File: config.mk
export PLATFORM = sky130hd
export DESIGN_NAME = fcuTop
export DESIGN_NICKNAME = d
export VERILOG_FILES = /design/src/design/fcuIsaPkg.sv /design/src/design/fcuTypesPkg.sv /design/src/design/fcuIssue.sv /design/src/design/fcuCalc.sv /design/src/design/fcuResult.sv /design/src/design/fcuTop.sv
export SDC_FILE = /design/constraint.sdc
export NUM_CORES = 1
export LEC_CHECK = 0
export BUFFER_PORTS_ARGS = -buffer_cell sky130_fd_sc_hd__buf_2
export CORE_ASPECT_RATIO = 0.7
export CORE_UTILIZATION = 40
export CTS_BUF_LIST = sky130_fd_sc_hd__clkbuf_4 sky130_fd_sc_hd__clkbuf_8 sky130_fd_sc_hd__clkbuf_16
export CTS_CLUSTER_SIZE = 20
export DETAILED_ROUTE_END_ITERATION = 7
export GPL_ROUTABILITY_DRIVEN = 0
export GPL_TIMING_DRIVEN = 0
export PLACE_DENSITY = 0.65
export SYNTH_ARGS = -nofsm -noshare
export SYNTH_HDL_FRONTEND = slang
export SYNTH_SLANG_ARGS = --single-unit
File: constraint.sdc
create_clock -name clk -period 3.6 [get_ports clk]
set_clock_uncertainty 0.1 [all_clocks]
set_input_delay 0 -clock clk [delete_from_list [all_inputs] [get_ports clk]]
set_output_delay 0 -clock clk [all_outputs]
set_load 0.005 [all_outputs]
File: src/design/fcuIsaPkg.sv
/*
  Instruction encoding for the flow-control unit
  Opcode and function field types with their values
  Field positions within the 40-bit instruction word
  Operating-level codes
*/
package fcuIsaPkg;

  // ====================================================================
  // Field types and positions
  // ====================================================================
  typedef logic [3:0] opcodeT;
  typedef logic [4:0] functT;

  // Opcode at bits 9..6
  localparam int opcodeLsb = 6;
  // Function field at bits 27..23, only meaningful under BMISC
  localparam int functLsb = 23;
  // RET immediate spans bits 39..22
  localparam int immLsb = 22;
  localparam int immWidth = 18;
  // BRK cause shares the immediate base, bits 29..22
  localparam int causeWidth = 8;

  // ====================================================================
  // Opcode and function values
  // ====================================================================
  localparam opcodeT opBrk = 4'd0;
  localparam opcodeT opJal = 4'd1;
  localparam opcodeT opCall = 4'd2;
  localparam opcodeT opRet = 4'd3;
  localparam opcodeT opRex = 4'd4;
  localparam opcodeT opBmisc = 4'd5;

  localparam functT fnRti = 5'd8;
  localparam functT fnWait = 5'd9;

  // Operating levels, machine is most privileged
  localparam logic [1:0] olMachine = 2'd0;
  localparam logic [1:0] olSuper = 2'd1;
  localparam logic [1:0] olHyper = 2'd2;
  localparam logic [1:0] olUser = 2'd3;

endpackage

File: src/design/fcuTypesPkg.sv
/*
  Shared types for the flow-control unit
  Vector typedefs for instruction, level and interrupt mask
  Decoded operation kind
  Poison nibble used for illegal results
*/
package fcuTypesPkg;

  // ====================================================================
  // Plain vector types
  // ====================================================================
  // Full instruction word
  typedef logic [39:0] instrT;

  // Operating level, 0 is most privileged
  typedef logic [1:0] olT;

  // Interrupt mask level
  typedef logic [3:0] imT;

  // ====================================================================
  // Decoded operation
  // ====================================================================
  // JAL and CALL share kLink
  // RTI and unknown encodings land in kIllegal
  typedef enum logic [2:0] {
    kBrk,
    kLink,
    kRet,
    kRex,
    kWait,
    kIllegal
  } opKindT;

  // Repeated across the result word for anything that faults
  localparam logic [3:0] poisonNibble = 4'hC;

endpackage

File: src/design/fcuIssue.sv
/*
  Issue stage of the flow-control unit
  Captures an issued instruction and its operands
  Decodes opcode and function field into an operation kind
*/
`timescale 1ns/1ns

module fcuIssue
  import fcuIsaPkg::*;
  import fcuTypesPkg::*;
#(
  parameter int dataWidth = 80,
  parameter int addrWidth = 80
)
(
  input  logic                 clk,
  input  logic                 rstN,
  input  logic                 issue,
  input  olT                   ol,
  input  instrT                instr,
  input  logic [dataWidth-1:0] tvec,
  input  logic [dataWidth-1:0] a,
  input  logic [addrWidth-1:0] nextPc,
  input  imT                   im,
  input  logic [dataWidth-1:0] waitCtr,
  output logic                 calcValid,
  output opKindT               opKind,
  output olT                   olQ,
  output instrT                instrQ,
  output logic [dataWidth-1:0] tvecQ,
  output logic [dataWidth-1:0] aQ,
  output logic [addrWidth-1:0] nextPcQ,
  output imT                   imQ,
  output logic [dataWidth-1:0] waitCtrQ
);

  opcodeT opcode;
  functT funct;
  opKindT decodedKind;

  // Field extraction from the incoming word
  assign opcode = instr[opcodeLsb +: $bits(opcodeT)];
  assign funct = instr[functLsb +: $bits(functT)];

  // ====================================================================
  // Decode
  // ====================================================================
  always_comb
  begin
    case (opcode)
      opBrk: decodedKind = kBrk;
      // Both link forms just need nextPc
      opJal, opCall: decodedKind = kLink;
      opRet: decodedKind = kRet;
      opRex: decodedKind = kRex;
      opBmisc:
        case (funct)
          fnWait: decodedKind = kWait;
          // RTI is not supported by this unit
          fnRti: decodedKind = kIllegal;
          default: decodedKind = kIllegal;
        endcase
      default: decodedKind = kIllegal;
    endcase
  end

  // Strobe for the calculator, one cycle after issue
  always_ff @(posedge clk)
  begin
    if (!rstN)
      calcValid <= 1'b0;
    else
      calcValid <= issue;
  end

  // Operand capture, held until the next issue
  always_ff @(posedge clk)
  begin
    if (issue)
    begin
      opKind <= decodedKind;
      olQ <= ol;
      instrQ <= instr;
      tvecQ <= tvec;
      aQ <= a;
      nextPcQ <= nextPc;
      imQ <= im;
      waitCtrQ <= waitCtr;
    end
  end

endmodule

File: src/design/fcuCalc.sv
/*
  Flow-control result calculator
  Combinational result per operation kind
  REX trap-vector decision and poison word
*/
`timescale 1ns/1ns

module fcuCalc
  import fcuIsaPkg::*;
  import fcuTypesPkg::*;
#(
  parameter int dataWidth = 80,
  parameter int addrWidth = 80
)
(
  input  logic                 calcValid,
  input  opKindT               opKind,
  input  olT                   ol,
  input  instrT                instr,
  input  logic [dataWidth-1:0] tvec,
  input  logic [dataWidth-1:0] a,
  input  logic [addrWidth-1:0] nextPc,
  input  imT                   im,
  input  logic [dataWidth-1:0] waitCtr,
  output logic [dataWidth-1:0] calcBus,
  output logic                 rexTaken,
  output logic                 calcValidOut,
  output opKindT               opKindOut
);

  // Poison is built a whole nibble at a time and trimmed
  localparam int nibbleCount = (dataWidth + 3) / 4;

  logic [nibbleCount*4-1:0] poisonFill;
  logic [dataWidth-1:0] poison;
  logic [dataWidth-1:0] nextPcExt;
  logic [dataWidth-1:0] brkValue;
  logic [dataWidth-1:0] retTarget;
  imT rexLimit;

  assign poisonFill = {nibbleCount{poisonNibble}};
  assign poison = poisonFill[dataWidth-1:0];

  // Address is narrower or equal, zero fill above it
  assign nextPcExt = dataWidth'(nextPc);

  // Low byte of a merged with the cause field
  assign brkValue = dataWidth'(a[causeWidth-1:0] | instr[immLsb +: causeWidth]);

  // Unsigned immediate offset from a
  assign retTarget = a + dataWidth'(instr[immLsb +: immWidth]);

  // Inverse of level followed by two zero bits, 4-bit compare
  assign rexLimit = ~{ol, 2'b00};

  // ====================================================================
  // Result select
  // ====================================================================
  always_comb
  begin
    rexTaken = 1'b0;
    case (opKind)
      kBrk: calcBus = brkValue;
      kLink: calcBus = nextPcExt;
      kRet: calcBus = retTarget;
      kRex:
        case (ol)
          olUser: calcBus = poison;
          olMachine, olSuper, olHyper:
          begin
            // Trap vector when the mask sits below the level limit
            rexTaken = im < rexLimit;
            calcBus = rexTaken ? tvec : nextPcExt;
          end
          default: calcBus = poison;
        endcase
      kWait: calcBus = dataWidth'(waitCtr == dataWidth'(1));
      default: calcBus = poison;
    endcase
  end

  // Qualifiers travel alongside the bus
  assign calcValidOut = calcValid;
  assign opKindOut = opKind;

endmodule

File: src/design/fcuResult.sv
/*
  Result stage of the flow-control unit
  Registers the result word
  Raises done, redirect and fault pulses
*/
`timescale 1ns/1ns

module fcuResult
  import fcuIsaPkg::*;
  import fcuTypesPkg::*;
#(
  parameter int dataWidth = 80
)
(
  input  logic                 clk,
  input  logic                 rstN,
  input  logic                 calcValid,
  input  opKindT               opKind,
  input  logic [dataWidth-1:0] calcBus,
  input  logic                 rexTaken,
  input  olT                   level,
  output logic [dataWidth-1:0] result,
  output logic                 done,
  output logic                 redirect,
  output logic                 fault
);

  logic redirectNext;
  logic faultNext;

  // PC changes for RET and for a REX that took the vector
  assign redirectNext = (opKind == kRet) || ((opKind == kRex) && rexTaken);

  // Illegal encodings and REX from user level both fault
  assign faultNext = (opKind == kIllegal) || ((opKind == kRex) && (level == olUser));

  // ====================================================================
  // Output registers
  // ====================================================================
  always_ff @(posedge clk)
  begin
    if (!rstN)
    begin
      result <= '0;
      done <= 1'b0;
      redirect <= 1'b0;
      fault <= 1'b0;
    end
    else
    begin
      // Pulses last a single cycle
      done <= calcValid;
      redirect <= calcValid && redirectNext;
      fault <= calcValid && faultNext;
      // Result holds until the next valid op
      if (calcValid)
        result <= calcBus;
    end
  end

endmodule

File: src/design/fcuTop.sv
/*
  Top level of the flow-control unit
  Issue stage, calculator and result stage
  Sets the data and address widths
*/
`timescale 1ns/1ns

module fcuTop
  import fcuTypesPkg::*;
#(
  parameter int dataWidth = 80,
  parameter int addrWidth = 80
)
(
  input  logic                 clk,
  input  logic                 rstN,
  input  logic                 issue,
  input  olT                   ol,
  input  instrT                instr,
  input  logic [dataWidth-1:0] tvec,
  input  logic [dataWidth-1:0] a,
  input  logic [addrWidth-1:0] nextPc,
  input  imT                   im,
  input  logic [dataWidth-1:0] waitCtr,
  output logic [dataWidth-1:0] result,
  output logic                 done,
  output logic                 redirect,
  output logic                 fault
);

  // Issue stage outputs
  logic calcValid;
  opKindT opKind;
  olT olQ;
  instrT instrQ;
  logic [dataWidth-1:0] tvecQ;
  logic [dataWidth-1:0] aQ;
  logic [addrWidth-1:0] nextPcQ;
  imT imQ;
  logic [dataWidth-1:0] waitCtrQ;

  // Calculator outputs
  logic [dataWidth-1:0] calcBus;
  logic rexTaken;
  logic calcValidOut;
  opKindT opKindOut;

  fcuIssue #(
    .dataWidth(dataWidth),
    .addrWidth(addrWidth)
  ) issueStage (
    .clk(clk), .rstN(rstN), .issue(issue),
    .ol(ol), .instr(instr), .tvec(tvec), .a(a), .nextPc(nextPc), .im(im),
    .waitCtr(waitCtr), .calcValid(calcValid), .opKind(opKind), .olQ(olQ),
    .instrQ(instrQ), .tvecQ(tvecQ), .aQ(aQ), .nextPcQ(nextPcQ), .imQ(imQ),
    .waitCtrQ(waitCtrQ)
  );

  fcuCalc #(
    .dataWidth(dataWidth),
    .addrWidth(addrWidth)
  ) calc (
    .calcValid(calcValid), .opKind(opKind), .ol(olQ), .instr(instrQ),
    .tvec(tvecQ), .a(aQ), .nextPc(nextPcQ), .im(imQ), .waitCtr(waitCtrQ),
    .calcBus(calcBus), .rexTaken(rexTaken), .calcValidOut(calcValidOut),
    .opKindOut(opKindOut)
  );

  // Level comes from the captured operands, not the live input
  fcuResult #(
    .dataWidth(dataWidth)
  ) resultStage (
    .clk(clk), .rstN(rstN), .calcValid(calcValidOut), .opKind(opKindOut),
    .calcBus(calcBus), .rexTaken(rexTaken), .level(olQ), .result(result),
    .done(done), .redirect(redirect), .fault(fault)
  );

endmodule

Yosys cells after proc, flatten, opt, wreduce, memory -nomap -nowiden
Cells that the tools add are included.
{"block": "totals", "reg_bits": 453, "in_bits": 369, "word_cells": 50}
{"block": "op_classes", "addsub": 1, "order_cmp": 1, "eq_ne": 15, "n_mux": 7, "bitwise": 2, "n_reduce_logical": 11}
{"cell": "$pmux W80 S5", "n": 1}
{"cell": "$pmux W80 S2", "n": 1}
{"cell": "$add A80 B18 Y80", "n": 1}
{"cell": "$eq A80 B1 Y1 const B", "n": 1}
{"cell": "$mux W80", "n": 1}
{"cell": "$pmux W3 S5", "n": 1}
{"cell": "$eq A4 B2 Y1 const B", "n": 2}
{"cell": "$eq A4 B3 Y1 const B", "n": 2}
{"cell": "$or A8 B8 Y8", "n": 1}
{"cell": "$eq A3 B2 Y1 const B", "n": 2}
{"cell": "$eq A3 B3 Y1 const B", "n": 2}
{"cell": "$eq A5 B4 Y1 const B", "n": 1}
{"cell": "$eq A2 B2 Y1 const B", "n": 2}
{"cell": "$eq A4 B1 Y1 const B", "n": 1}
{"cell": "$logic_and A1 B1 Y1", "n": 4}
{"cell": "$logic_not A4 Y1", "n": 1}
{"cell": "$lt A4 B4 Y1", "n": 1}
{"cell": "$not A4 Y4", "n": 1}
{"cell": "$eq A3 B1 Y1 const B", "n": 1}
{"cell": "$logic_not A3 Y1", "n": 1}
{"cell": "$mux W1", "n": 3}
{"cell": "$reduce_or A3 Y1", "n": 1}
{"cell": "$eq A2 B1 Y1 const B", "n": 1}
{"cell": "$logic_not A2 Y1", "n": 1}
{"cell": "2 further kinds", "n": 3}

Logic depth before layout (Yosys ltp)
{"block": "depth", "word_depth": 7, "mapped_depth": 11}

Hierarchy
From an unflattened synthesis, not the netlist that was laid out.
{"block": "hier_totals", "cells_unflattened": 1384, "area_unflattened_um2": 18975.7}
{"module": "fcuIssue", "n_inst": 1, "cells_per_inst": 381, "area_each_um2": 11182.0}
{"module": "fcuCalc", "n_inst": 1, "cells_per_inst": 735, "area_each_um2": 4566.9}
{"module": "fcuResult", "n_inst": 1, "cells_per_inst": 268, "area_each_um2": 3226.8}

Worst setup path before layout
OpenSTA, ideal clock, no wires.
{"block": "synth_path", "path_type": "flip-flop to flip-flop", "from": "reg issueStage.aQ[1]", "to": "reg resultStage.result[43]", "setup_ns": 0.127, "arrival_time_ns": 2.387, "path_slack_ns": 0.986, "stages_incl_launch_ff": 11, "n_path_buf": 1, "period_less_slack_ns": 2.614, "path_cell_list": "edfxtp_1 > inv_1 > ha_1 > a21o_1 > and4_4 > o21a_1 > a211o_1 > a41oi_4 > buf_6 > nor4b_1 > or3_1"}
{"block": "synth_between", "elab_chain_cells": 2}
{"element": "start: declaration", "line": "fcuIssue.sv:31", "rtl": "output logic [dataWidth-1:0] aQ,"}
{"element": "start signal: assignment", "line": "fcuIssue.sv:85", "rtl": "aQ <= a;"}
{"element": "$add A80 B18 Y80", "line": "fcuCalc.sv:51", "rtl": "assign retTarget = a + dataWidth'(instr[immLsb +: immWidth]);"}
{"element": "$pmux W80 S5", "line": "fcuCalc.sv:62", "rtl": "case (opKind)"}
{"element": "end signal: assignment", "line": "fcuResult.sv:57", "rtl": "result <= calcBus;"}
{"element": "end: declaration", "line": "fcuResult.sv:22", "rtl": "output logic [dataWidth-1:0] result,"}
No other way between the ends.
A chain may end at the register's enable or synchronous reset.

Worst setup path in the final report
{"block": "layout_path", "from": "reg issueStage.opKind[1]", "to": "reg resultStage.result[26]"}
{"block": "layout_between", "elab_chain_cells": 2}
{"element": "start: declaration", "line": "fcuIssue.sv:27", "rtl": "output opKindT opKind,"}
{"element": "start signal: assignment", "line": "fcuIssue.sv:81", "rtl": "opKind <= decodedKind;"}
{"element": "$eq A3 B3 Y1 (tied with other cells)", "line": "fcuCalc.sv:62"}
{"element": "$pmux W80 S5 (*)", "line": "fcuCalc.sv:62"}
Every way passes the cells marked *; elsewhere a longest branch is shown, timed or not.

==> results_dict.tcl <==
set metrics [dict create \
    cp.required_ns 3.92 \
    wl_per_cell_um 24.0 \
    clkLatencyLatePin_ns 0.58 \
    yosys.area.top_type_share 0.576 \
    synth.distinct_cells 89 \
    max_slew.worst_pin.slew_ns 1.02 \
    num_vias 15974 \
    min_path_type "input pin to flip-flop" \
    hold_violations 0 \
    pwr-share-seq 0.491 \
    grt_use_total 0.291 \
    outcome "finished, final reports clean" \
    clock_sinks 431 \
    synth_area_mm2 0.0181 \
    cts-root-buf "clkbuf_16" \
    internal_power_mw 9.04 \
    num-nets-final 2626 \
    synth.most_common_cell "edfxtp_1" \
    wl_um 68600 \
    peakVddDrop_mv 0.447 \
    cts_tree "built" \
    dieArea_mm2 0.0461 \
    antenna_found_initial 4 \
    h-tree-depth 2 \
    synth_edf_count 347 \
    drc 0 \
    critPathMaxFanout 10 \
    comb_power_share 0.131 \
    holdWs_ns 0.0310 \
    cp-end-kind "flip-flop" \
    clk_pin_slew_worst_paths_ns 0.07 \
    antenna_left 0 \
    ys.flop_type "edfxtp_1" \
    firstDrtPassIters 7 \
    synthTopCellsByCount "347 x edfxtp_1, 91 x o21ai_0, 84 x dfxtp_1" \
    drt_iter0_markers 1607 \
    critPathKind "flip-flop to flip-flop" \
    grt_pass1_vias 16150 \
    die_y_um 180 \
    cts_buffer_depth 3 \
    ys.warnings.count 0 \
    viasPerCell 5.58 \
    arrival_ns 3.86 \
    dp.cells 2425 \
    synth_top_area_cell "edfxtp_1" \
    drive_above_1_share 0.250 \
    setup_ws_ns 0.0670 \
    grt_overflow_total 0 \
    numCtsBuffers 43 \
    max_freq_ghz 0.283 \
    netSwitchingFraction 0.258 \
    synth_seq_cells 431 \
    grt_max_degree 137 \
    setup_viol 0 \
    stdcell_count 2862 \
    fin_area_mm2 0.0261 \
    drv_cap 0 \
    min_period_ns 3.53 \
    report.final.slew_viol_count 0 \
    port_buffers 433 \
    power.switching_mw 3.14 \
    pre_cts_slack_ns -0.0473 \
    power_density_mw_per_mm2 467 \
    rsz0062_at_grt "true" \
    async_flop_share 0 \
    grt_pass1_wl_um 100000 \
    synthCells 1395 \
    place_area_mm2 0.0211 \
    p_clk_frac 0.377 \
    power_leakage_nw 10.2 \
    initial_core_util 0.410 \
    top_level_ports 452 \
    dp_hpwl_um 47400 \
    area_growth_pct 44.1 \
    critPathLaunchType "flip-flop" \
    finalCritPeriodShare 0.981 \
    synth.avg_cell_area_um2 13.0 \
    rows 64 \
    core-area_mm2 0.0441 \
    post-cts-setup-buffer-count 0 \
    chipWidth_um 256 \
    ys_seq_area_frac 0.669 \
    slew_headroom 0.323 \
    synth_nets 1793 \
    synth_area_leaders "edfxtp_1 58%, dfxtp_1 9.3%, a221oi_1 3.2%, o21ai_0 2.5%, ha_1 1.9%" \
]
-- state kept, by name, indices dropped and copies added (netlist names) --
name	flops
resultStage.done	1
issueStage.nextPcQ	80
issueStage.olQ	2
issueStage.tvecQ	80
resultStage.result	80
issueStage.instrQ	18
issueStage.waitCtrQ	80
issueStage.opKind	3
resultStage.redirect	1
issueStage.imQ	4
issueStage.calcValid	1
resultStage.fault	1
issueStage.aQ	80
-- logic make-up after synthesis --
group	Yosys count	synth area share
simple gates	428	0.128
compound gates	367	0.141
buf+inv	110	0.0259
mux	13	0.00733
fa+ha+maj	29	0.0205
flops	431	0.669
xor+xnor	17	0.00823
-- worst paths after layout --
path	slack (ns)	startpoint	cells past startpoint	endpoint
max	0.07	issueStage.opKind[1]	8	resultStage.result[26]
min	0.03	a[60]	2	issueStage.aQ[60]
max reg2reg	0.07	issueStage.opKind[1]	8	resultStage.result[26]
min reg2reg	0.39	resultStage.result[1]	2	resultStage.result[1]
-- through the flow --
| step | power (mW) | utilization | setup TNS (ns) |
|---|---|---|---|
| finish | 12.2 | 0.591 | 0 |
| detailed placement | 7.33 | 0.478 | -0.183 |
| CTS | 12.2 | 0.590 | 0 |
| global route | 12.6 | 0.591 | -0.297 |
| floorplan | 6.60 | - | 0 |
| global placement | 7.33 | 0.476 | -887.36 |
-- per-layer routing --
| metal | GRT usage | part of all wire | routed length [um] | up-vias |
|---|---|---|---|---|
| met3 | 0.0673 | 0.093 | 6400 | 139 |
| met5 | 0 | 0 | 0 | - |
| met1 | 0.388 | 0.41 | 28200 | 7784 |
| met4 | 0.0898 | 0.032 | 2220 | 0 |
| li1 | - | - | - | 7185 |
| met2 | 0.471 | 0.46 | 31800 | 866 |
-- placed cells by master, fill, tap and decap left out, types with 18 or more instances in the layout --
cell type,instances
o21ai_0,91
nand3_1,46
nor3_1,32
nor2b_1,36
buf_2,449
inv_1,38
nand4_1,31
and3_1,23
dfxtp_1,84
nor4_1,33
edfxtp_1,347
ha_1,28
a221oi_1,65
nor2_1,79
o21ai_1,23
clkbuf_16,43
a31oi_1,18
dlygate4sd3_1,352
nand2_1,73
clkbuf_1,43
a21oi_1,50
-- critical path, cell delays in order, from the launching register on --
cell and delay [ns]:
edfxtp_1 0.40, o21ai_0 0.48, and2_1 0.20, clkbuf_1 0.41, nand2_1 0.36, buf_2 0.32
clkbuf_1 0.36, a221oi_1 0.62, a21oi_1 0.13
-- power groups by stage --
| stage | clock network, mW | registers [mW] | logic, mW |
|---|---|---|---|
| 6_report | 4.59 | 5.99 | 1.60 |
| 5_1_grt | 4.86 | 6.02 | 1.71 |
| 4_1_cts | 4.62 | 5.98 | 1.56 |
| 3_5_place_dp | 0 | 6.08 | 1.25 |
| 3_3_place_gp | 0 | 6.11 | 1.22 |
| 2_1_floorplan | 0 | 6.01 | 0.590 |
-- timing repair --
action / in CTS / in global routing
setup endpoints to repair: 8 / 14
hold endpoints to repair: 409 / 0
hold buffers: 352 / 0
gates resized for setup: 1 / 9
-- area by class of cell --
| type | count | area [um2] |
|---|---|---|
| antenna | 5 | 12.5 |
| inverter | 39 | 146 |
| sequential | 431 | 12100 |
| tap | 594 | 743 |
| timing repair buffer | 788 | 5780 |
| clock inverter | 29 | 260 |
| multi-input combinational | 854 | 5540 |
| fill | 3491 | 18100 |
| buffer | 71 | 328 |
| clock buffer | 51 | 1150 |
No activity file was read; power rests on OpenSTA's default activity.
